--- config.mk ---
export PLATFORM = sky130hd
export DESIGN_NAME = lsu_align
export DESIGN_NICKNAME = d
export VERILOG_FILES = /design/src/lsu_defines.svh /design/src/lsu_pkg.sv /design/src/lsu_align.sv
export SDC_FILE = /design/constraint.sdc
export NUM_CORES = 1
export LEC_CHECK = 0
export ABC_AREA = 1
export BUFFER_PORTS_ARGS = -buffer_cell sky130_fd_sc_hd__buf_2
export CAP_MARGIN = 20
export CORE_MARGIN = 4
export CORE_UTILIZATION = 37
export DETAILED_ROUTE_END_ITERATION = 6
export PLACE_DENSITY = 0.9
export SETUP_SLACK_MARGIN = 0.4
export SYNTH_ARGS = -nofsm -noshare
export SYNTH_HDL_FRONTEND = slang
export SYNTH_SLANG_ARGS = --single-unit
--- constraint.sdc ---
create_clock -name vclk -period 1.4
set_input_delay 0.07 -clock vclk [all_inputs]
set_output_delay 0.07 -clock vclk [all_outputs]
set_load 0.005 [all_outputs]
--- src/lsu_defines.svh ---
`ifndef LSU_DEFINES_SVH
`define LSU_DEFINES_SVH

// byte address and data word widths
`define LSU_ADDR_W 32
`define LSU_DATA_W 32

// sram depth in words
// valid byte addresses run from 0 to 4*depth-1
`define LSU_MEM_WORDS 256

// cycles between an ar or w transfer and the matching response
// must be 1 or more
`define LSU_SRAM_LAT 2

`endif

--- src/lsu_pkg.sv ---
package lsu_pkg;

    typedef logic [31:0] addr_t;
    typedef logic [31:0] data_t;
    typedef logic [3:0]  strb_t;

    // access size code from the core
    typedef enum logic [1:0] {
        SIZE_NONE = 2'b00,
        SIZE_BYTE = 2'b01,
        SIZE_HALF = 2'b10,
        SIZE_WORD = 2'b11
    } size_t;

    typedef logic [1:0] resp_t;
    localparam resp_t RESP_OKAY   = 2'b00;
    localparam resp_t RESP_SLVERR = 2'b10;

    typedef enum logic [2:0] {
        IDLE,
        RD_ADDR,
        RD_DATA,
        WR_ADDR,
        WR_DATA,
        WR_RESP,
        DONE
    } ctrl_state_t;

endpackage

--- src/lsu_align.sv ---
`timescale 1ns/100ps

module lsu_align (
    input  lsu_pkg::addr_t addr,
    input  lsu_pkg::size_t size,
    input  logic           sign,
    input  lsu_pkg::data_t wdata,
    input  lsu_pkg::data_t mem_rdata,
    output lsu_pkg::strb_t wstrb,
    output lsu_pkg::data_t wdata_lane,
    output lsu_pkg::data_t rdata_ext
);

    // bit offset of the addressed byte lane
    logic [4:0]     lane_sh;
    lsu_pkg::data_t rd_shift;

    assign lane_sh = {addr[1:0], 3'b000};

    // store strobe, halfwords pick the upper or lower pair
    always_comb begin
        case (size)
            lsu_pkg::SIZE_BYTE: wstrb = 4'b0001 << addr[1:0];
            lsu_pkg::SIZE_HALF: wstrb = addr[1] ? 4'b1100 : 4'b0011;
            lsu_pkg::SIZE_WORD: wstrb = 4'b1111;
            default:            wstrb = 4'b0000;
        endcase
    end

    // store data moved up into its lane
    assign wdata_lane = wdata << lane_sh;

    // load data moved down to bit 0
    assign rd_shift = mem_rdata >> lane_sh;

    always_comb begin
        case (size)
            lsu_pkg::SIZE_BYTE: begin
                rdata_ext = {{24{sign & rd_shift[7]}}, rd_shift[7:0]};
            end
            lsu_pkg::SIZE_HALF: begin
                rdata_ext = {{16{sign & rd_shift[15]}}, rd_shift[15:0]};
            end
            lsu_pkg::SIZE_WORD: begin
                rdata_ext = rd_shift;
            end
            // no lanes selected
            default: begin
                rdata_ext = '0;
            end
        endcase
    end

endmodule

; Yosys cells after proc, flatten, opt, wreduce, memory -nomap -nowiden
; Cells that the tools add are included.
[op_classes]
n_reduce_logical = 0
multipliers = 0
eq_ne = 3
n_shift = 3
muxes = 3
add_sub_neg = 0
bitwise = 2
n_lt_le_gt_ge = 0
n_div = 0
[op_table]
columns = cell, n
row1 = one-hot mux 32 bit (3 select lines), 1
row2 = left shift 32 x 5 -> 32 bit, 1
row3 = >> shifter 32 x 5 -> 32 bit, 1
row4 = one-hot mux 4 bit (3 select lines), 1
row5 = == test 2 bit (second input constant), 2
row6 = 2-to-1 mux 4 bit, 1
row7 = left shift 1 x 2 -> 4 bit (first input constant), 1
row8 = bitwise AND 1 bit, 2
row9 = == test 2 x 1 -> 1 bit (second input constant), 1
[totals]
inputBits = 99
mem_bits_rw = 0
reg_bits = 0
memories = 0
romBits = 0
latch_bits = 0

; Logic depth before layout (Yosys ltp)
; Gate-level depths: netlist (run 1).
[depth]
word_depth = 3
depth_mapped = 9
depth_no_buf = 7

; Worst setup path before layout (run 1)
; No wires, ideal clock.
[synth_path]
kind = input to output
start = in size[0]
end = out rdata_ext[19]
arrival_ps = 806
cell_stages = 6
path_slack_ps = 524
path_cell_list = buf_2 > inv_1 > nor3_2 > nand2_4 > buf_6 > nand3_1
[synth_between]
elab_chain_len = 2
elab_cells_between_ends = 4
[synth_rtl]
columns = item, line_no
row1 = from (decl), lsu_align.sv:5  ; input lsu_pkg::size_t size,
row2 = == test 2 bit / == test 2 x 1 -> 1 bit (equally long branches), lsu_align.sv:37  ; case (size)
row3 = one-hot mux 32 bit (3 select lines) (*), lsu_align.sv:37
row4 = to (decl), lsu_align.sv:11  ; output lsu_pkg::data_t rdata_ext
; Every way passes the cells marked *; elsewhere a longest branch is shown, timed or not.

; Worst setup path in the final report (run 1)
[layout_path]
start = in addr[1]
end = out rdata_ext[17]
[layout_between]
elab_chain_len = 3
elab_cells_between_ends = 4
[layout_rtl]
columns = item, line_no
row1 = from (decl), lsu_align.sv:4  ; input lsu_pkg::addr_t addr,
row2 = >> shifter 32 x 5 -> 32 bit (*), lsu_align.sv:34  ; assign rd_shift = mem_rdata >> lane_sh;
row3 = "bitwise AND 1 bit, on equally long branches", "lsu_align.sv:42, lsu_align.sv:39"
row4 = one-hot mux 32 bit (3 select lines) (*), lsu_align.sv:37
; Marked as above.

==> reports/qor.yml, run 1 <==
synthesis:
  yosysSeqAreaShare_pct: 0
  synth_cells: 274
  synth_nets: 373
  ys_types: 25
  netlist_area_mm2: 0.00136
  synth_warnings: 0
  syn_area_per_cell_um2: 4.96
power_and_ir_drop:
  leakage_nw: 1.56
  internal-power_mw: 0.389
  powerDensity_mw_per_mm2: 337
  ir_drop_v: 0.000222
  switching_share_pct: 54.6
  pwr-share-comb_pct: 100.0
  clkPwrFrac_pct: 0
  power.switching_mw: 0.468
  seqPwrFrac_pct: 0
  finalPower_mw: 0.856
placement:
  hpwl_mm: 4.59
  place_area_mm2: 0.00200
  gp_congestion: 0.828
  post-place-ws_ns: 0.133
  io_buffers: 137
  dp.cells: 445
timing:
  max_freq_mhz: 933
  fin_ws_ns: 0.328
  final_hold_viol_count: 0
  min_period_over_period_pct: 76.6
  slew_violations: 0
  tightestPinTransition_ns: 0.406
  timing.hold.ws_ns: 0.449
  grt_setup_unrepaired: "true"
  maxSlewHeadroom_pct: 72.9
  post-route-min-period_ns: 1.07
  finalSetupViolations: 0
  setup_tns_ns: 0
route:
  wl_per_cell_um: 16.3
  drtAntennaViolNets: 0
  vias: 2663
  dr.pass1.iters: 7
  routed_wl_mm: 7.59
  drc: 0
  drt_iter0_drc: 349
  vias_per_cell: 5.74
die:
  die_h_um: 68.6
  start_util_pct: 39.5
  die_x_um: 68.6
  core_area_mm2: 0.00344
  rows: 21
  ios: 167
  die_area_mm2: 0.00471
critical_path:
  crit_top_cell: "nand3_4"
  end_kind: "output pin"
  worstPathCellList: "buf_12 -> nor2_4 -> nand2_2 -> nand3_4 -> nand3_4 -> nand3_2 -> buf_2"
  crit_type: "input pin to output pin"
  slowest_stage: "nand3_4"
  start_kind: "input pin"
  arrival_ns: 1.00
  cp_max_fo: 8
  cpPeakStageDelay_ns: 0.18
  crit_required_ns: 1.33
layout:
  nets: 519
  drive_above_1_share_pct: 50.5
  instances_no_fill: 464
  seq_area_um2: 0
  nClkBuffers: 0
  final_util_pct: 73.8
  diodes: 0
  flops_and_latches: 0
  synthToLayoutAreaGrowth_pct: 86.8
  stdcell_area_mm2: 0.00254
global_routing:
  grt_antenna_before_repair: 0
  grt_pass1_wl_mm: 9.78
  grt_pass1_vias: 2239
  grt_max_degree: 20
  grt-ovfl-total: 0
  grt_usage_pct: 26.1
run_status:
  status: "complete, no violations"
worst_hold_path:
  holdPathStages: 4
  hold_path_class: "input pin to output pin"
run:
  drv_cap: 0
-- final cells by class --
class	count	area, um^2
multi-input combinational	237	1370
timing repair buffer	161	1020
fill	278	902
inverter	20	95.1
tap	46	57.6
-- repair_timing --
item,4_1_cts,5_1_grt
resized for setup,35,48
cloned,6,1
setup buffers,8,4
setup endpoints to repair,59,47
pin swaps,8,17
hold buffers,0,0
-- cell families after synthesis --
family / count (synthesis) / synth area share [%]
AOI/OAI and AO/OA: 47 / 21.9
and+or+nand+nor: 185 / 59.2
buffers and inverters: 42 / 18.9
-- cell usage in the layout (no fill, tap or decap) --
cell       instances
o21ai_1            6
buf_16             1
nor2_1            16
buf_8              5
o31ai_1            1
inv_2              2
nand2_2            6
o21ai_0           16
a31oi_1            7
buf_4             12
a22oi_2            2
nand2_8            4
a22oi_1           13
o221ai_1           1
nor3_4             1
inv_4              1
clkbuf_4           1
a21oi_1            1
clkinv_8           1
clkbuf_16          1
nand3_1           17
buf_2            132
inv_1             15
nand2_1          114
inv_6              1
nand3_4            5
nor2_4             4
nand2_4            4
buf_6              5
nor2_2             2
buf_12             4
nand3_2           17
-- worst paths after layout --
path	start	end	slack (ns)
setup / recovery	addr[1]	rdata_ext[17]	0.33
hold / removal	wdata[30]	wdata_lane[30]	0.45
-- worst max-delay path: cells and delay by family --
kind / cells / cell delay (ns)
buffers and inverters: 2 / 0.25
AND/OR/NAND/NOR: 5 / 0.68
-- metal layers --
layer | wire, um | up-vias | GRT usage [%]
met5 | 0 | - | 0
met1 | 2680 | 1181 | 32.5
met2 | 3660 | 225 | 46.4
met3 | 890 | 61 | 2.59
li1 | - | 1196 | -
met4 | 348 | 0 | 8.44
-- cells in the mapped netlist --
| cell type | count | area, um^2 |
|---|---|---|
| nand3_4 | 1 | 17.5 |
| inv_1 | 17 | 63.8 |
| clkbuf_1 | 2 | 7.51 |
| o221ai_1 | 1 | 8.76 |
| o21ai_1 | 4 | 20.0 |
| buf_2 | 8 | 40.0 |
| nand2_4 | 2 | 22.5 |
| nor3_2 | 1 | 10.0 |
| o21ai_0 | 18 | 90.1 |
| a22oi_2 | 2 | 25.0 |
| nand2_2 | 1 | 6.26 |
| nand3_2 | 2 | 20.0 |
| buf_4 | 1 | 7.51 |
| inv_2 | 2 | 7.51 |
| nor2_2 | 1 | 6.26 |
| nand3_1 | 35 | 175 |
| buf_6 | 11 | 124 |
| a22oi_1 | 13 | 97.6 |
| a21oi_1 | 1 | 5.00 |
| nor2_1 | 18 | 67.6 |
| a31oi_1 | 7 | 43.8 |
| nand2_1 | 122 | 458 |
| inv_4 | 1 | 6.26 |
| nor2_4 | 2 | 22.5 |
| o31ai_1 | 1 | 7.51 |
-- power by group through the flow --
stage / sequential, mW / clock [mW] / combinational (mW)
4_1_cts: 0 / 0 / 0.747
6_report: 0 / 0 / 0.856
3_3_place_gp: 0 / 0 / 0.632
2_1_floorplan: 0 / 0 / 0.352
3_5_place_dp: 0 / 0 / 0.647
5_1_grt: 0 / 0 / 0.928
No activity file was read; power rests on OpenSTA's default activity.
==> run 2, diff against run 1 <==
--- a/config.mk
+++ b/config.mk
@@ -9,9 +9,9 @@
 export BUFFER_PORTS_ARGS = -buffer_cell sky130_fd_sc_hd__buf_2
 export CAP_MARGIN = 20
 export CORE_MARGIN = 4
-export CORE_UTILIZATION = 37
+export CORE_UTILIZATION = 35
 export DETAILED_ROUTE_END_ITERATION = 6
-export PLACE_DENSITY = 0.9
+export PLACE_DENSITY = 0.86
 export SETUP_SLACK_MARGIN = 0.4
 export SYNTH_ARGS = -nofsm -noshare
 export SYNTH_HDL_FRONTEND = slang
==> constraint.sdc (replaced) <==
create_clock -name vclk -period 1
set_input_delay 0.05 -clock vclk [all_inputs]
set_output_delay 0.05 -clock vclk [all_outputs]
set_load 0.005 [all_outputs]
==> run 2 against run 1 <==
The run now ends with negative setup slack left. Core utilization grew 9.9 points. Setup slack lost 0.53 ns. Clock-buffer cell count is the same. Combinational power grew 75%. Routed wire length grew 18%. Sequential share of layout area is the same. Cell area grew 23%. Critical path type unchanged. Critical endpoint is now rdata_ext[0]. Largest cell class is now non-clock buffers.
==> reports/qor.yml, run 2 (synthesis gave the netlist of run 1 again) <==
run_status:
  status: "complete, but fails checks"
  violations: "negative setup slack"
layout:
  nets: 545
  nFillCells: 228
  synthToLayoutAreaGrowth_pct: 129
  diodes: 0
  drive_above_1_share_pct: 63.3
  nClkBuffers: 0
  seq_area_um2: 0
  layout_commonest_cell: "buf_2"
  flops_and_latches: 0
  layout_common_cells: "buf_2 (132), nand2_1 (97), nand2_2 (23)"
critical_path:
  crit_required_ns: 0.95
  cp_max_fo: 8
  start_kind: "input pin"
  crit_type: "input pin to output pin"
  crit_buf_inv: 5
  end_kind: "output pin"
  worstPathCellList: "buf_6 -> buf_12 -> nor2_4 -> buf_6 -> buf_12 -> nand2_4 -> a31oi_4 -> buf_2"
  crit_family: "buffers and inverters"
  slowest_stage: "a31oi_4"
  arrival_ns: 1.15
  cpPeakStageDelay_ns: 0.20
die:
  die_x_um: 70.3
  die_area_mm2: 0.00495
  core_area_mm2: 0.00372
  ios: 167
  die_h_um: 70.3
  rows: 22
  start_util_pct: 36.6
power_and_ir_drop:
  leakage_nw: 1.83
  ir_drop_v: 0.000361
  powerDensity_mw_per_mm2: 482
  finalPower_mw: 1.50
route:
  vias: 2835
  drc: 0
  dr.pass1.iters: 6
  drt_iter0_drc: 281
  routed_wl_mm: 8.96
  wl_per_cell_um: 18.2
  vias_per_cell: 5.76
  drtAntennaViolNets: 0
timing:
  final_hold_viol_count: 0
  maxSlewHeadroom_pct: 71.4
  min_period_over_period_pct: 120
  grt_setup_unrepaired: "true"
  slew_violations: 0
  tightestPinTransition_ns: 0.427
  post-route-min-period_ns: 1.20
  max_freq_mhz: 830
  fin_ws_ns: -0.205
  timing.hold.ws_ns: 0.415
  finalSetupViolations: 58
placement:
  io_buffers: 137
  hpwl_mm: 5.21
  gp_congestion: 0.875
global_routing:
  grt_usage_pct: 31.7
  grt_max_degree: 19
  grt_antenna_before_repair: 0
  grt_pass1_vias: 2805
  grt-ovfl-total: 0
  grt_pass1_wl_mm: 12.9
clocking:
  postCtsHoldBufs: 0
run:
  drv_cap: 0
worst_hold_path:
  hold_path_class: "input pin to output pin"
## run 2: worst paths after layout
| kind | startpoint | endpoint | slack, ns | depth (start not counted) |
|---|---|---|---|---|
| worst max-delay path | addr[0] | rdata_ext[0] | -0.20 | 8 |
| worst min-delay path | wdata[13] | wdata_lane[21] | 0.41 | 4 |
## run 2: power breakdown
part           total [mW]  internal (mW)  leakage, nW  switching [mW]
combinational        1.50          0.741         1.83           0.758
clock                   0              0            0               0
sequential              0              0            0               0
## run 2: routing by layer
layer  vias to the layer above  GRT usage (%)  part of all wire [%]
li1                       1254              -                     -
met1                      1286           36.6                    36
met2                       237           56.1                    48
met3                        58           4.75                    10
met4                         0           15.5                   5.8
met5                         -              0                     0
## run 2: layout make-up
cell class	count	area, um^2	area share, %
multi-input combinational	233	1450	46.7
tap	48	60.1	1.93
timing repair buffer	191	1510	48.4
inverter	20	92.6	2.98
## run 2: worst min-delay path, stage by stage
cell and delay [ns]:
buf_2 0.10, a22oi_2 0.05, o21ai_1 0.06, buf_2 0.11
## run 2: through the flow
stage	util, %	setup TNS [ns]	setup WS, ns	cell area [um^2]	std cells
floorplan	-	0	0.203	1520	274
global placement	62.0	-3.64	-0.175	2300	464
detailed placement	62.0	-5.33	-0.189	2300	464
CTS	79.7	-4.14	-0.147	2960	489
global route	83.7	-11.05	-0.277	3110	492
finish	83.7	-8.12	-0.205	3110	492
## run 2: repair_timing
item	4_1_cts	5_1_grt
gates cloned	8	0
setup buffers	17	3
endpoints found under the setup margin	68	68
resized for setup	80	24
pin swaps	21	19
