File: config.mk
export PLATFORM = sky130hd
export DESIGN_NAME = lsu_ctrl
export DESIGN_NICKNAME = d
export VERILOG_FILES = /design/src/lsu_defines.svh /design/src/lsu_pkg.sv /design/src/lsu_ctrl.sv
export SDC_FILE = /design/constraint.sdc
export NUM_CORES = 1
export LEC_CHECK = 0
export BUFFER_PORTS_ARGS = -buffer_cell sky130_fd_sc_hd__buf_4
export CORE_AREA = 2 2 123 125
export CTS_BUF_LIST = sky130_fd_sc_hd__clkbuf_8
export DETAILED_ROUTE_END_ITERATION = 16
export DIE_AREA = 0 0 125 127
export HOLD_SLACK_MARGIN = 0.08
export MAX_ROUTING_LAYER = met4
export PLACE_DENSITY_LB_ADDON = 0.12
export SKIP_CTS_REPAIR_TIMING = 1
export SLEW_MARGIN = 5
export SYNTH_ARGS = -nofsm -noshare
export SYNTH_HDL_FRONTEND = slang
export SYNTH_SLANG_ARGS = --single-unit
File: constraint.sdc
create_clock -name clk -period 3.6 [get_ports clk]
set_input_delay 0.18 -clock clk [delete_from_list [all_inputs] [get_ports clk]]
set_output_delay 0.18 -clock clk [all_outputs]
set_load 0.005 [all_outputs]
File: src/lsu_defines.svh
`ifndef LSU_DEFINES_SVH
`define LSU_DEFINES_SVH

// byte address and data word widths
`define LSU_ADDR_W 32
`define LSU_DATA_W 32

// sram depth in words
// valid byte addresses run from 0 to 4*depth-1
`define LSU_MEM_WORDS 256

// cycles between an ar or w transfer and the matching response
// must be 1 or more
`define LSU_SRAM_LAT 2

`endif

File: src/lsu_pkg.sv
package lsu_pkg;

    typedef logic [31:0] addr_t;
    typedef logic [31:0] data_t;
    typedef logic [3:0]  strb_t;

    // access size code from the core
    typedef enum logic [1:0] {
        SIZE_NONE = 2'b00,
        SIZE_BYTE = 2'b01,
        SIZE_HALF = 2'b10,
        SIZE_WORD = 2'b11
    } size_t;

    typedef logic [1:0] resp_t;
    localparam resp_t RESP_OKAY   = 2'b00;
    localparam resp_t RESP_SLVERR = 2'b10;

    typedef enum logic [2:0] {
        IDLE,
        RD_ADDR,
        RD_DATA,
        WR_ADDR,
        WR_DATA,
        WR_RESP,
        DONE
    } ctrl_state_t;

endpackage

File: src/lsu_ctrl.sv
`timescale 1ns/100ps

module lsu_ctrl (
    input  logic           clk,
    input  logic           rst,
    // core request
    input  logic           req,
    input  logic           wen,
    input  logic           ren,
    input  logic           sign,
    input  lsu_pkg::size_t size,
    input  lsu_pkg::addr_t addr,
    input  lsu_pkg::data_t wdata,
    output logic           busy,
    output logic           done,
    output logic           err,
    output lsu_pkg::data_t rdata,
    // bus master side
    output lsu_pkg::addr_t araddr,
    output logic           arvalid,
    input  logic           arready,
    input  lsu_pkg::data_t rdata_bus,
    input  lsu_pkg::resp_t rresp,
    input  logic           rvalid,
    output logic           rready,
    output lsu_pkg::addr_t awaddr,
    output logic           awvalid,
    input  logic           awready,
    output logic           wvalid,
    input  logic           wready,
    input  lsu_pkg::resp_t bresp,
    input  logic           bvalid,
    output logic           bready,
    // captured request towards the aligner
    output lsu_pkg::addr_t cap_addr,
    output lsu_pkg::size_t cap_size,
    output logic           cap_sign,
    output lsu_pkg::data_t cap_wdata,
    input  lsu_pkg::data_t rdata_ext
);

    lsu_pkg::ctrl_state_t state;
    lsu_pkg::ctrl_state_t state_nxt;
    logic                 accept;
    logic                 r_xfer;
    logic                 b_xfer;

    assign accept = (state == lsu_pkg::IDLE) && req;
    assign r_xfer = (state == lsu_pkg::RD_DATA) && rvalid;
    assign b_xfer = (state == lsu_pkg::WR_RESP) && bvalid;

    always_comb begin
        state_nxt = state;
        case (state)
            lsu_pkg::IDLE: begin
                if (req) begin
                    // store wins over load, neither goes straight to done
                    if (wen) begin
                        state_nxt = lsu_pkg::WR_ADDR;
                    end else if (ren) begin
                        state_nxt = lsu_pkg::RD_ADDR;
                    end else begin
                        state_nxt = lsu_pkg::DONE;
                    end
                end
            end
            lsu_pkg::RD_ADDR: if (arready) state_nxt = lsu_pkg::RD_DATA;
            lsu_pkg::RD_DATA: if (rvalid) state_nxt = lsu_pkg::DONE;
            lsu_pkg::WR_ADDR: if (awready) state_nxt = lsu_pkg::WR_DATA;
            lsu_pkg::WR_DATA: if (wready) state_nxt = lsu_pkg::WR_RESP;
            lsu_pkg::WR_RESP: if (bvalid) state_nxt = lsu_pkg::DONE;
            default:          state_nxt = lsu_pkg::IDLE;
        endcase
    end

    always_ff @(posedge clk) begin
        if (rst) begin
            state <= lsu_pkg::IDLE;
            err   <= 1'b0;
        end else begin
            state <= state_nxt;
            if (accept) begin
                err <= 1'b0;
            end else if (r_xfer) begin
                err <= (rresp == lsu_pkg::RESP_SLVERR);
            end else if (b_xfer) begin
                err <= (bresp == lsu_pkg::RESP_SLVERR);
            end
        end
    end

    // request capture and load result
    always_ff @(posedge clk) begin
        if (accept) begin
            cap_addr  <= addr;
            cap_size  <= size;
            cap_sign  <= sign;
            cap_wdata <= wdata;
            rdata     <= '0;
        end
        if (r_xfer) begin
            rdata <= (rresp == lsu_pkg::RESP_SLVERR) ? '0 : rdata_ext;
        end
    end

    // valids and readys follow the state, so each drops on its transfer
    assign arvalid = (state == lsu_pkg::RD_ADDR);
    assign rready  = (state == lsu_pkg::RD_DATA);
    assign awvalid = (state == lsu_pkg::WR_ADDR);
    assign wvalid  = (state == lsu_pkg::WR_DATA);
    assign bready  = (state == lsu_pkg::WR_RESP);
    assign araddr  = cap_addr;
    assign awaddr  = cap_addr;
    assign busy    = (state != lsu_pkg::IDLE);
    assign done    = (state == lsu_pkg::DONE);

    a_one_addr: assert property (@(posedge clk) disable iff (rst)
        !(arvalid && awvalid));
    a_done_pulse: assert property (@(posedge clk) disable iff (rst)
        done |=> !done);
    a_ar_hold: assert property (@(posedge clk) disable iff (rst)
        arvalid && !arready |=> arvalid);
    a_aw_hold: assert property (@(posedge clk) disable iff (rst)
        awvalid && !awready |=> awvalid);
    a_w_hold: assert property (@(posedge clk) disable iff (rst)
        wvalid && !wready |=> wvalid);
    // slave hands back zero on a failed read
    a_err_zero: assert property (@(posedge clk) disable iff (rst)
        rvalid && rready && rresp == lsu_pkg::RESP_SLVERR |-> rdata_bus == '0);

endmodule

[After elaboration in Yosys (flattened, before gate mapping)]
Cells that the tools add are included.
Storage, ports and cells
  output and inout port bits: 171
  register bits: 103
  RAM bits: 0
  bits in latches: 0
  memory bits (read-only): 0
  logic and storage cells: 44
  memories kept: 0
Cells by class
  $lt $le $gt $ge: 0
  divide/modulo/power cells: 0
  shift-type cells: 0
  bitwise logic cells: 0
  $add $sub $neg: 0
  eq/ne operators: 14
  multiply operators: 0
  reductions and logical operators: 9
  muxes and demuxes: 14
Operators with widths (count)
  $mux 32: 3
  $mux 3: 8
  $pmux 3 s6: 1
  $eq 3x3->1 const B: 3
  $eq 3x2->1 const B: 2
  $ne 2x1->1 const B: 3
  $ne 2x2->1 const B: 3
  $reduce_and 6->1: 1
  $eq 2x2->1 const B: 2
  $reduce_bool 2->1: 2
  $eq 3x1->1 const B: 1
  $logic_and 1x1->1: 3
  $logic_not 3->1: 1
  $reduce_bool 3->1: 1
  $mux 1: 2
  $reduce_or 2->1: 1

[Depth between registers and ports, before layout]
Gate-level depths: netlist of run 1.
  word-level depth: 4
  depth in mapped cells: 6
  depth with buffers taken out: 5

[Worst setup path after synthesis of run 1]
OpenSTA, ideal clock, no wires.
  kind: reg-to-reg
  start: register state[2]
  end: register rdata[0] (enable)
  clock period less this slack: 3.683 ns
  stages on the path, launching flop included: 5
  path buffers: 1
  path slack: -0.083 ns
  data required time: 3.206 ns
  arrival time: 3.290 ns
  cells stage by stage: dfxtp_1 buf_2 nor3_1 and2_1 nand2b_1
On the way
  longest elaborated chain between the ends: 3
  elaborated cells on any way between the ends: 5
  classes of those cells: eq/ne (1); reduce/logical (4)
RTL lines
  start: declaration: line lsu_ctrl.sv:42  | lsu_pkg::ctrl_state_t state;
  start signal: assignment: line lsu_ctrl.sv:78  | state <= lsu_pkg::IDLE;
  start signal: assignment: line lsu_ctrl.sv:81  | state <= state_nxt;
  $logic_not 3->1: line lsu_ctrl.sv:48  | assign accept = (state == lsu_pkg::IDLE) && req;
  $logic_and 1x1->1: line lsu_ctrl.sv:48
  via accept: line lsu_ctrl.sv:44  | logic accept;
  $reduce_bool 2->1 (no line)
  end signal: assignment: line lsu_ctrl.sv:102  | rdata <= (rresp == lsu_pkg::RESP_SLVERR) ? '0 : rdata_ext;
  end: declaration: line lsu_ctrl.sv:17  | output lsu_pkg::data_t rdata,
The timed path passes the listed nets, and every way through them passes these cells.
A chain may end at the register's enable or synchronous reset.

[Final worst setup path of run 1]
  start: register state[0]
  end: register rdata[18] (enable)
Same word-level chain as after synthesis.

==> summary.md, run 1 <==
| Metric | Value |
|---|---|
| Worst-path cell chain | nor3_1, and2_4, nand2b_1, buf_4 |
| Max FO, Critical Path | 36 |
| Fin. Hold Viols | 0 |
| Fillcell total | between 1000 and 1500 |
| TNS Setup | 0 ns |
| Area of the mapped netlist | 0.00404 sq mm |
| Ports | 316 |
| Antenna cells | 0 |
| Synth Register Bits | around 100 |
| Final Max Tran Viols | 0 |
| Vias/cell | 4.03 |
| Die Y | approximately 130 um |
| DRC errors left | 0 |
| Area Growth Syn to Fin | 75.9% |
| Sequential area share after synthesis | 0.756 |
| Worst-path clk slew | 0.10 ns |
| Peak Freq | 461 MHz |
| Synth warnings | 0 |
| Post-place setup slack | approximately 1.4 ns |
| DR pass1 iterations | 6 |
| Worst hold path class | in -> reg |
| Initial antenna violation count | 0 |
| Reg2reg end | rdata[18] |
| Worst Tran Pin Value | roughly 0.95 ns |
| Endpoint arrival time on the critical path | approximately 2.2 ns |
| Final nets | between 700 and 800 |
| Max-cap violation count | 0 |
| Detailed placement HPWL | approximately 7.8 mm |
| Critical path launch point type | flip-flop |
| Root buffer cell | clkbuf_8 |
| Top cells by area, synth | edfxtp_1 (74%), buf_4 (12%), and2_1 (5.1%) |
| Post-synth top area share | 0.737 |
| Cells after DPL | 647 |
| Syn Area/Cell | approximately 16 sq um |
| Total grt overflow | 0 |
| Maximum VDD drop | approximately 0.00033 V |
| Final Setup Violations | 0 |
| Worst path slowest cell | and2_4 |
| CTS tree | done |
| GP Congestion | 0.716 |
| Port Buffers | 283 |
| Clock Skew | ~0.0054 ns |
| CORE AREA | between 0.01 and 0.015 sq mm |
| Status | finished clean |
| Slowest stage delay, CP | 0.50 ns |
| CP Launch Point | state[0] |
| First-pass GRT wire length | roughly 15 mm |
| CTS Sinks | 103 |
| RSZ-0062 raised after global routing | false |
| Gr usage total | 0.128 |
| Net Switching | 1.20 mW |
| Clock Latency Late Sink | between 0.3 and 0.4 ns |
| Static leakage | about 3.1 nW |
| Crit path capture type | flip-flop |
| CTS Buf Count | 9 |
| PD cells | between 500 and 600 mW/mm^2 |
| Required @ worst endpoint | between 3 and 4 ns |
| Mapped Cells | around 250 |
| DR vias | between 3000 and 4000 |
| Register area | between 0.003 and 0.004 sq mm |
| WL final | approximately 11 mm |
| Multi-input logic area | about 460 sq um |
| Min-Delay Startpoint | rdata_ext[18] |
| Cell count of the worst hold path | 2 |
| Period utilisation layout | 0.602 |
| R2R cell count | 4 |
| CTS max path bufs | 2 |
| Vias in the first global route | 2638 |
| Worst Hold Path EP | rdata[18] |
| Row Count | 44 |
| Final min period | 2.17 ns |
| First DRT Iteration DRCs | about 130 |
| Ratio of cells with drive above 1 in the final layout | 0.527 |
| Full die area | about 0.016 sq mm |
| Logic pwr share | 0.340 |
| Area leader, netlist | edfxtp_1 |
| Crit path kind | reg -> reg |
| Initial core utilization | 0.280 |
| Relative slew slack | 0.366 |
| H-tree level count | 3 |
| Routed length per instance | between 10 and 15 um |
| Final WS setup | 1.43 ns |
| Distinct cells, synth | 29 |
| Clock power share | 0.190 |
| Largest net degree at the start of global routing | 37 |
| Antenna Nets Post-Route | 0 |
| RR Startpoint | state[0] |
| Hold slack | around 0.083 ns |
| Cell Int Power | just over 3 mW |
| Sequential group share of total power | 0.469 |
| Syn Nets | between 300 and 400 |
| Final cell count without fillers | around 760 |
| Reg-to-reg slack, setup | 1.43 ns |
| Sw Ratio | 0.283 |
| Die width | approximately 130 um |
==> metrics by stage <==
step / cell area [sq um] / utilization / power (mW)
after CTS: 6120 / 0.424 / 4.20
after floorplan: 4040 / - / 2.59
after global placement: 5900 / 0.409 / 3.38
after global routing: 7100 / 0.492 / 4.48
after detailed placement: 5900 / 0.409 / 3.39
final: 7100 / 0.492 / 4.22
==> cell usage in the layout, fill, tap and decap left out, drive strengths merged, types with 2 or more instances in the layout <==
cell	instances
buf	285
edfxtp	99
dlygate4sd3	98
and2	33
clkbuf	9
nand2b	5
inv	5
nor2	4
nand2	4
dfxtp	4
nor3	3
a21oi	3
mux2i	3
clkinvlp	2
clkinv	2
bufinv	2
==> cell usage after synthesis <==
| library cell | n |
|---|---|
| nand2_1 | 4 |
| a32oi_1 | 1 |
| mux2_1 | 1 |
| nand3_1 | 1 |
| nor3_1 | 3 |
| clkbuf_1 | 2 |
| nor4b_1 | 1 |
| buf_2 | 4 |
| nor2b_2 | 1 |
| nor3b_1 | 1 |
| nand2b_1 | 5 |
| and3_1 | 1 |
| a21oi_1 | 3 |
| edfxtp_1 | 99 |
| or3_1 | 1 |
| o221a_2 | 1 |
| nand4bb_1 | 1 |
| o22ai_1 | 1 |
| buf_4 | 64 |
| dfxtp_1 | 4 |
| o2111ai_1 | 1 |
| inv_1 | 4 |
| mux2i_1 | 3 |
| nor2_1 | 4 |
| nand3b_1 | 1 |
| a21boi_1 | 1 |
| or4b_1 | 1 |
| o211ai_1 | 1 |
| and2_1 | 33 |
==> sequential cells by signal (all words and copies together), names as in the netlist <==
name and count:
cap_size 2, state 3, rdata 32, araddr 32, cap_wdata 32, cap_sign 1, err 1
==> worst max-delay path by stage <==
stage,to,slack (ns)
after floorplan,rdata[0],0.66
after global placement,rdata[17],1.45
after detailed placement,rdata[5],1.41
after CTS,rdata[18],1.40
after global routing,rdata[18],1.21
final,rdata[18],1.43
==> final cells by class <==
type | instances | area share
sequential | 103 | 0.430
multi-input combinational | 71 | 0.0652
clock inverter | 7 | 0.0136
inverter | 4 | 0.00211
tap | 184 | 0.0324
timing repair buffer | 383 | 0.439
clock buffer | 9 | 0.0174
==> worst max-delay path, delay by kind of cell, from the launching register on <==
family | cells | cell delay, ns
buf+inv | 1 | 0.38
simple gates | 3 | 0.97
flops | 1 | 0.46
==> routing by layer <==
metal | GRT usage | vias up | routed length (um)
met1 | 0.137 | 1420 | 3960
met3 | 0.0436 | 17 | 870
met5 | - | - | 0
met4 | 0.0654 | 0 | 228
li1 | - | 1458 | -
met2 | 0.211 | 171 | 5740
==> power by group through the flow <==
stage | registers [mW] | logic, mW | clock network, mW
after floorplan | 2.01 | 0.579 | 0
after global placement | 1.99 | 1.38 | 0
after detailed placement | 2.01 | 1.38 | 0
after CTS | 1.99 | 1.38 | 0.841
after global routing | 2.04 | 1.55 | 0.893
final | 1.98 | 1.44 | 0.803
==> cell families (layout without fill, tap and decap cells) <==
kind of cell	after synthesis	in the layout	share of synthesized area
compound gates	9	9	0.0161
flops	103	103	0.756
simple gates	58	58	0.0877
buf+inv	74	403	0.130
mux	4	4	0.0102
Note: power is estimated with default switching activity, not from simulation.
==> inputs of run 2 (changes only) <==
- ABC_AREA: not set -> 1
- CORE_AREA: 2 2 123 125 -> 2 2 124 126
- DIE_AREA: 0 0 125 127 -> 0 0 126 128
- clock period: 3.6 -> 2.14 ns (I/O delays scaled with it)
==> run 2 against run 1 <==
Effect of this change:
- clock skew is 0.0042 ns higher
- design area is 1.2% higher
- routed wire length is 0.27% higher
- count of clock-buffer cells in the layout stayed put
- highest routed layer unchanged
- total power is 63% higher
- critical path type unchanged
- sequential power is 64% higher
- largest cell class unchanged
==> summary.md, run 2 <==
| Metric | Value |
|---|---|
| Simple-gate share of the synthesized area | 0.0749 (-0.0129) |
| Synth Area in XOR/XNOR | 0 (unchanged) |
| Clock Skew | 0.00966 ns (+0.00421 ns) |
| PD cells | 957 mW/mm^2 (+61%) |
| Ports | 316 (unchanged) |
| Die Y | 128 um (+0.79%) |
| DR vias | 3250 (+6.0%) |
| Distinct cells, synth | 21 (-28%) |
| WL final | 10.8 mm (+0.27%) |
| Post-place setup slack | 0.471 ns (-0.941 ns) |
| Row Count | 45 (+2.3%) |
| Peak Freq | 595 MHz (+29%) |
| Compound-Gate Fraction of Synth Area | 0.0141 (-0.00206) |
| Final nets | 775 (+8.1%) |
| Reg-to-reg slack, setup | 0.46 ns (-0.97 ns) |
| Main flop type after synthesis | edfxtp_1 |
| Initial antenna violation count | 1 (+1) |
| Full die area | 0.0161 sq mm (+1.6%) |
| Worst-path cell chain | nor2_2, nand3_1, clkinvlp_4, buf_12 |
| Antenna Nets Post-Route | 0 (unchanged) |
| Post-synth EDFFs | 99 (unchanged) |
| Period utilisation layout | 0.785 (+0.183) |
| CTS tree | done |
| Vias in the first global route | 2716 (+3.0%) |
| Critical path launch point type | flip-flop |
| Max FO, Critical Path | 67 (+86%) |
| RSZ-0062 raised after global routing | false |
| CTS max path bufs | 2 (unchanged) |
| Syn Nets | 446 (+13%) |
| Slowest stage delay, CP | 0.41 ns (-0.09 ns) |
| Gr usage total | 0.119 (-0.00830) |
| Most common cell after layout, fill and taps aside | buf_4 |
| GP Congestion | 0.779 (+8.8%) |
| Most frequent cells in the layout | buf_4 (286), dlygate4sd3_1 (100), edfxtp_1 (99), nor2_1 (44), inv_1 (43) |
| Maximum VDD drop | 0.000404 V (+24%) |
| Mapped Cells | 301 (+21%) |
| Root buffer cell | clkbuf_8 |
| Port Buffers | 283 (unchanged) |
| Max-cap violation count | 0 (unchanged) |
| Required @ worst endpoint | 2.17 ns (-1.47 ns) |
| Sequential area share after synthesis | 0.745 (-0.0109) |
| Fillcell total | 1350 (+6.1%) |
| Clock Latency Late Sink | 0.37 ns (about the same) |
| Area Growth Syn to Fin | 75.5% |
| Synth top cells by count | edfxtp_1 (99), buf_4 (64), nor2_1 (44) |
| Area leader, netlist | edfxtp_1 |
| DR pass1 iterations | 4 (-2) |
| CORE AREA | 0.0149 sq mm (+3.1%) |
| DRC errors left | 0 (unchanged) |
| CTS Sinks | 103 (unchanged) |
| Static leakage | 3.31 nW (+7.3%) |
| Synth warnings | 0 (unchanged) |
| Vias/cell | 3.94 (-2.1%) |
| CTS Buf Count | 9 (unchanged) |
| Critical path buffer and inverter count | 2 (+1) |
| Synth Register Bits | 103 (unchanged) |
| Die width | 126 um (+0.80%) |
| Final Setup Violations | 0 (unchanged) |
| H-tree level count | 3 (unchanged) |
| Post-synthesis mux area share | 0 (-0.0102) |
| Top cells by area, synth | edfxtp_1 (73%), buf_4 (12%), nor2_1 (4.0%) |
| Post-synth top area share | 0.726 (-0.0106) |
| Area of the mapped netlist | 0.00410 sq mm (+1.5%) |
| Ratio of cells with drive above 1 in the final layout | 0.483 (-0.0434) |
| Worst Tran Pin Value | 0.379 ns (-0.567 ns) |
| Final min period | 1.68 ns (-0.487 ns) |
| Final WS setup | 0.460 ns (-0.973 ns) |
| Crit path kind | reg -> reg |
| Largest net degree at the start of global routing | 68 (+84%) |
| Relative slew slack | 0.747 (+0.381) |
| Routed length per instance | 13.1 um (-7.4%) |
| TNS Setup | 0 ns (unchanged) |
| Initial core utilization | 0.276 (-0.00434) |
| Largest family of logic cells by synthesized area | buffers and inverters |
| Post-Synth Adder-Cell Area | 0 (unchanged) |
| Detailed placement HPWL | 7.83 mm (+0.92%) |
| Crit path capture type | flip-flop |
| Worst path slowest cell | dfxtp_1 |
| First DRT Iteration DRCs | 122 (-4.7%) |
| Final Max Tran Viols | 0 (unchanged) |
| Count leader, synth | edfxtp_1 |
| Syn Area/Cell | 13.6 sq um (-16%) |
| Delay-heaviest family, CP | simple AND/OR/NAND/NOR gates |
| Async SR Flop Fraction | 0 (unchanged) |
| Worst hold path class | in -> reg |
| Worst-path clk slew | 0.09 ns (about the same) |
| Status | finished clean |
| Endpoint arrival time on the critical path | 1.71 ns (-0.49 ns) |
| Fin. Hold Viols | 0 (unchanged) |
| First-pass GRT wire length | 14.1 mm (-3.7%) |
| Total grt overflow | 0 (unchanged) |
run 2: changes by cell type after synthesis, sizes merged, moves of 2 or more:
cell	delta
clkbuf	-2
nor2	+41
nand3	+6
nand2	+11
mux2i	-3
and2	-32
o21ai	+3
inv	+42
nand2b	-5
run 2: per-layer routing:
layer  wire (um)  track usage  part of all wire
met2        5940        0.209              0.55
met4         170       0.0556             0.016
met1        3930        0.125              0.36
met3         783       0.0330             0.072
met5           0            -                 0
run 2: where the power goes:
| group | total, mW | internal [mW] | switching, mW | leakage, nW |
|---|---|---|---|---|
| logic | 2.45 | 1.36 | 1.09 | 2.24 |
| clock network | 1.18 | 0.532 | 0.650 | 0.0959 |
| registers | 3.24 | 2.98 | 0.266 | 0.974 |
| total | 6.87 | 4.87 | 2.00 | 3.31 |
run 2: final timing paths:
kind                 start           end  cells past startpoint
setup / recovery  state[0]  cap_wdata[5]                      4
hold reg to reg        err           err                      2
setup reg to reg  state[0]  cap_wdata[5]                      4
hold / removal      bvalid           err                      4
run 2: stage by stage:
| stage | cell area (sq um) | utilization | cells | total power, mW | hold slack, ns |
|---|---|---|---|---|---|
| 3_3_place_gp | 6000 | 0.403 | 707 | 5.63 | 0.286 |
| 4_1_cts | 6180 | 0.416 | 723 | 6.85 | -0.124 |
| 6_report | 7190 | 0.483 | 824 | 6.87 | 0.0689 |
| 3_5_place_dp | 6000 | 0.403 | 707 | 5.64 | 0.286 |
| 2_1_floorplan | 4100 | - | 301 | 4.31 | 0.176 |
| 5_1_grt | 7190 | 0.483 | 824 | 7.29 | 0.0804 |
run 2: cell families (layout without fill, tap and decap cells):
kind of cell,after synthesis,in the layout
compound gates,9,9
buf+inv,115,449
flops,103,103
other cells,0,1
simple gates,74,74
run 2: worst reg2reg max path, cell delays in order (launching register included):
cell	delay, ns
dfxtp_1	0.41
nor2_2	0.25
nand3_1	0.19
clkinvlp_4	0.13
buf_12	0.30
run 2: cell type report:
class	count	area, sq um	share of cell area
clock inverters	7	62.6	0.00871
flip-flops and latches	103	3050	0.425
diodes	1	2.50	0.000348
inverters	46	176	0.0246
clock buffers	9	124	0.0172
well taps	188	235	0.0327
multi-input cells	83	364	0.0507
repair buffers	387	3170	0.441
==> inputs of run 3 (changes only) <==
- ABC_AREA: 1 -> 0
- CORE_AREA: 2 2 124 126 -> 2 2 123 125
- DIE_AREA: 0 0 126 128 -> 0 0 125 127
- clock period: 2.14 -> 1.5 ns (I/O delays scaled with it)
==> run 3 against run 2 <==
Effect of this change:
- the flow now finishes with violations (negative setup slack)
- critical path depth rose by 1
- clock power rose by 39%
- flip-flop and latch count did not move
- cell count fell by 5.0%
- combinational power rose by 83%
- routed wire length rose by 9.8%
- worst setup slack got worse by 0.49 ns
- clock skew fell by 0.0015 ns
- non-clock buffer count rose by 17
- worst hold slack improved by 0.015 ns
- global-route usage rose by 0.79 points
- design area rose by 3.8%
- critical path type unchanged
- critical endpoint is now rdata[30]
==> summary.md, run 3 (synthesized netlist as in run 1, its figures left out) <==
| Metric | Value |
|---|---|
| CTS max path bufs | 2 (unchanged) |
| GP Congestion | 0.740 (-5.0%) |
| Post-place setup slack | -0.261 ns (-0.732 ns) |
| Ratio of cells with drive above 1 in the final layout | 0.544 (+0.0608) |
| Die width | 125 um (-0.79%) |
| Failing checks | negative setup slack |
| Peak Freq | 652 MHz (+9.6%) |
| Crit path capture type | flip-flop |
| H-tree level count | 3 (unchanged) |
| Register area | 0.00306 sq mm (about the same) |
| Hold slack | 0.0838 ns (+0.0149 ns) |
| Most common cell after layout, fill and taps aside | buf_4 |
| Relative slew slack | 0.767 (+0.0202) |
| Net Switching | 3.15 mW (+57%) |
| Cell count of the worst hold path | 4 (unchanged) |
| Crit path kind | reg -> reg |
| RSZ-0062 raised after global routing | true |
| Max-cap violation count | 0 (unchanged) |
| Maximum VDD drop | 0.00101 V (+150%) |
| Gr usage total | 0.127 (+0.00786) |
| Required @ worst endpoint | 1.60 ns (-0.57 ns) |
| Clock Skew | 0.00815 ns (-0.00151 ns) |
| Row Count | 44 (-2.2%) |
| Initial antenna violation count | 0 (-1) |
| Final min period | 1.53 ns (-0.147 ns) |
| Port Buffers | 283 (unchanged) |
| Critical path launch point type | flip-flop |
| Fillcell total | 1246 (-7.7%) |
| Status | finished with violations |
| WL final | 11.9 mm (+9.8%) |
| Worst-path clk slew | 0.10 ns (about the same) |
| Endpoint arrival time on the critical path | 1.63 ns (-0.08 ns) |
| Clock power share | 0.152 (-0.020) |
| Worst Tran Pin Value | 0.348 ns (-0.0310 ns) |
| Root buffer cell | clkbuf_8 |
| Full die area | 0.0159 sq mm (-1.6%) |
| Multi-input logic area | 517 sq um (+42%) |
| PD cells | 1450 mW/mm^2 (+51%) |
| Worst hold path class | in -> reg |
| Worst Hold Path EP | err |
| Final nets | 739 (-4.6%) |
| Initial core utilization | 0.280 (+0.00434) |
| DRC errors left | 0 (unchanged) |
| Sw Ratio | 0.292 (+0.000615) |
| Antenna cells | 0 (-1) |
| Routed length per instance | 15.2 um (+16%) |
| Vias/cell | 4.02 (+2.0%) |
| R2R cell count | 5 (+1) |
| Final Setup Violations | 21 (+21) |
| Sequential group share of total power | 0.433 (-0.039) |
| Reg-to-reg slack, setup | -0.03 ns (-0.49 ns) |
| Die Y | 127 um (-0.78%) |
| Final WS setup | -0.0331 ns (-0.493 ns) |
| CTS Buf Count | 9 (unchanged) |
| Final Max Tran Viols | 0 (unchanged) |
| Most frequent cells in the layout | buf_4 (288), dlygate4sd3_1 (103), edfxtp_1 (99), and2_1 (32), clkbuf_8 (9) |
| Cell Int Power | 7.65 mW (+57%) |
| Max FO, Critical Path | 14 (-79%) |
| Static leakage | 3.25 nW (-1.9%) |
| Ports | 316 (unchanged) |
| DR pass1 iterations | 4 (unchanged) |
| Detailed placement HPWL | 7.93 mm (+1.2%) |
| Area Growth Syn to Fin | 84.7% |
| Total grt overflow | 0 (unchanged) |
| CTS tree | done |
| Vias in the first global route | 2622 (-3.5%) |
| DR vias | 3151 (-3.0%) |
| First DRT Iteration DRCs | 162 (+33%) |
| First-pass GRT wire length | 14.7 mm (+4.2%) |
| RR Startpoint | state[1] |
| Clock Latency Late Sink | 0.38 ns (about the same) |
| CTS Sinks | 103 (unchanged) |
| Min-Delay Startpoint | bvalid |
| Period utilisation layout | 1.02 (+0.237) |
| Largest net degree at the start of global routing | 42 (-38%) |
| Fin. Hold Viols | 0 (unchanged) |
| CORE AREA | 0.0144 sq mm (-3.0%) |
| Reg2reg end | rdata[30] |
| Antenna Nets Post-Route | 0 (unchanged) |
| Logic pwr share | 0.416 (+0.060) |
run 3: changes by cell type in the layout (fill, tap and decap cells not counted), sizes merged, moves of 2 or more:
cell         before  now
nor2b             0    2
nor2             45    4
buf             287  297
inv              47    6
dlygate4sd3     100  103
nand2            15    4
and2              1   33
o21ai             3    0
nand3             7    1
clkbuf            9   13
mux2i             0    3
nand2b            0    5
run 3: layout make-up:
type                       instances  share of cell area
clock buffer                       9              0.0166
clock inverter                     7             0.00772
inverter                           4             0.00201
multi-input combinational         72              0.0693
sequential                       103               0.410
tap                              184              0.0309
timing repair buffer             404               0.464
run 3: power by group through the flow:
stage / clock network (mW) / logic, mW / registers, mW
after floorplan: 0 / 1.45 / 4.81
after global routing: 1.83 / 4.83 / 4.77
after CTS: 1.73 / 3.74 / 4.66
final: 1.64 / 4.49 / 4.67
after detailed placement: 0 / 3.74 / 4.72
after global placement: 0 / 3.74 / 4.69
run 3: metal layers:
| metal | wire length (um) | GRT usage | share of wire |
|---|---|---|---|
| met1 | 4060 | 0.134 | 0.34 |
| met2 | 6460 | 0.210 | 0.54 |
| met3 | 1200 | 0.0666 | 0.10 |
| met4 | 170 | 0.0373 | 0.014 |
| met5 | 0 | - | 0 |
run 3: through the flow:
stage	TNS, ns	utilization	instances	total power [mW]	instance area [sq um]
finish	-0.456	0.517	783	10.8	7460
detailed placement	-7.65	0.417	653	8.46	6020
global route	-3.25	0.517	783	11.4	7460
CTS	-9.10	0.430	669	10.1	6200
global placement	-5.12	0.417	653	8.43	6020
floorplan	-16.12	-	248	6.26	4070
run 3: how the worst max path moves through the flow:
stage                  start         to  slack [ns]  cells past startpoint
global route        state[1]  rdata[30]       -0.09                      5
global placement    state[2]  rdata[17]       -0.16                      3
finish              state[1]  rdata[30]       -0.03                      5
detailed placement  state[2]  rdata[23]       -0.26                      3
CTS                 state[2]  rdata[26]       -0.29                      3
floorplan           state[2]   rdata[0]       -0.46                      4
run 3: critical path: stages, from the launching register on:
cell	delay [ns]
dfxtp_2	0.35
buf_6	0.15
nor3_4	0.17
and2_4	0.19
nand2b_4	0.21
clkbuf_16	0.19
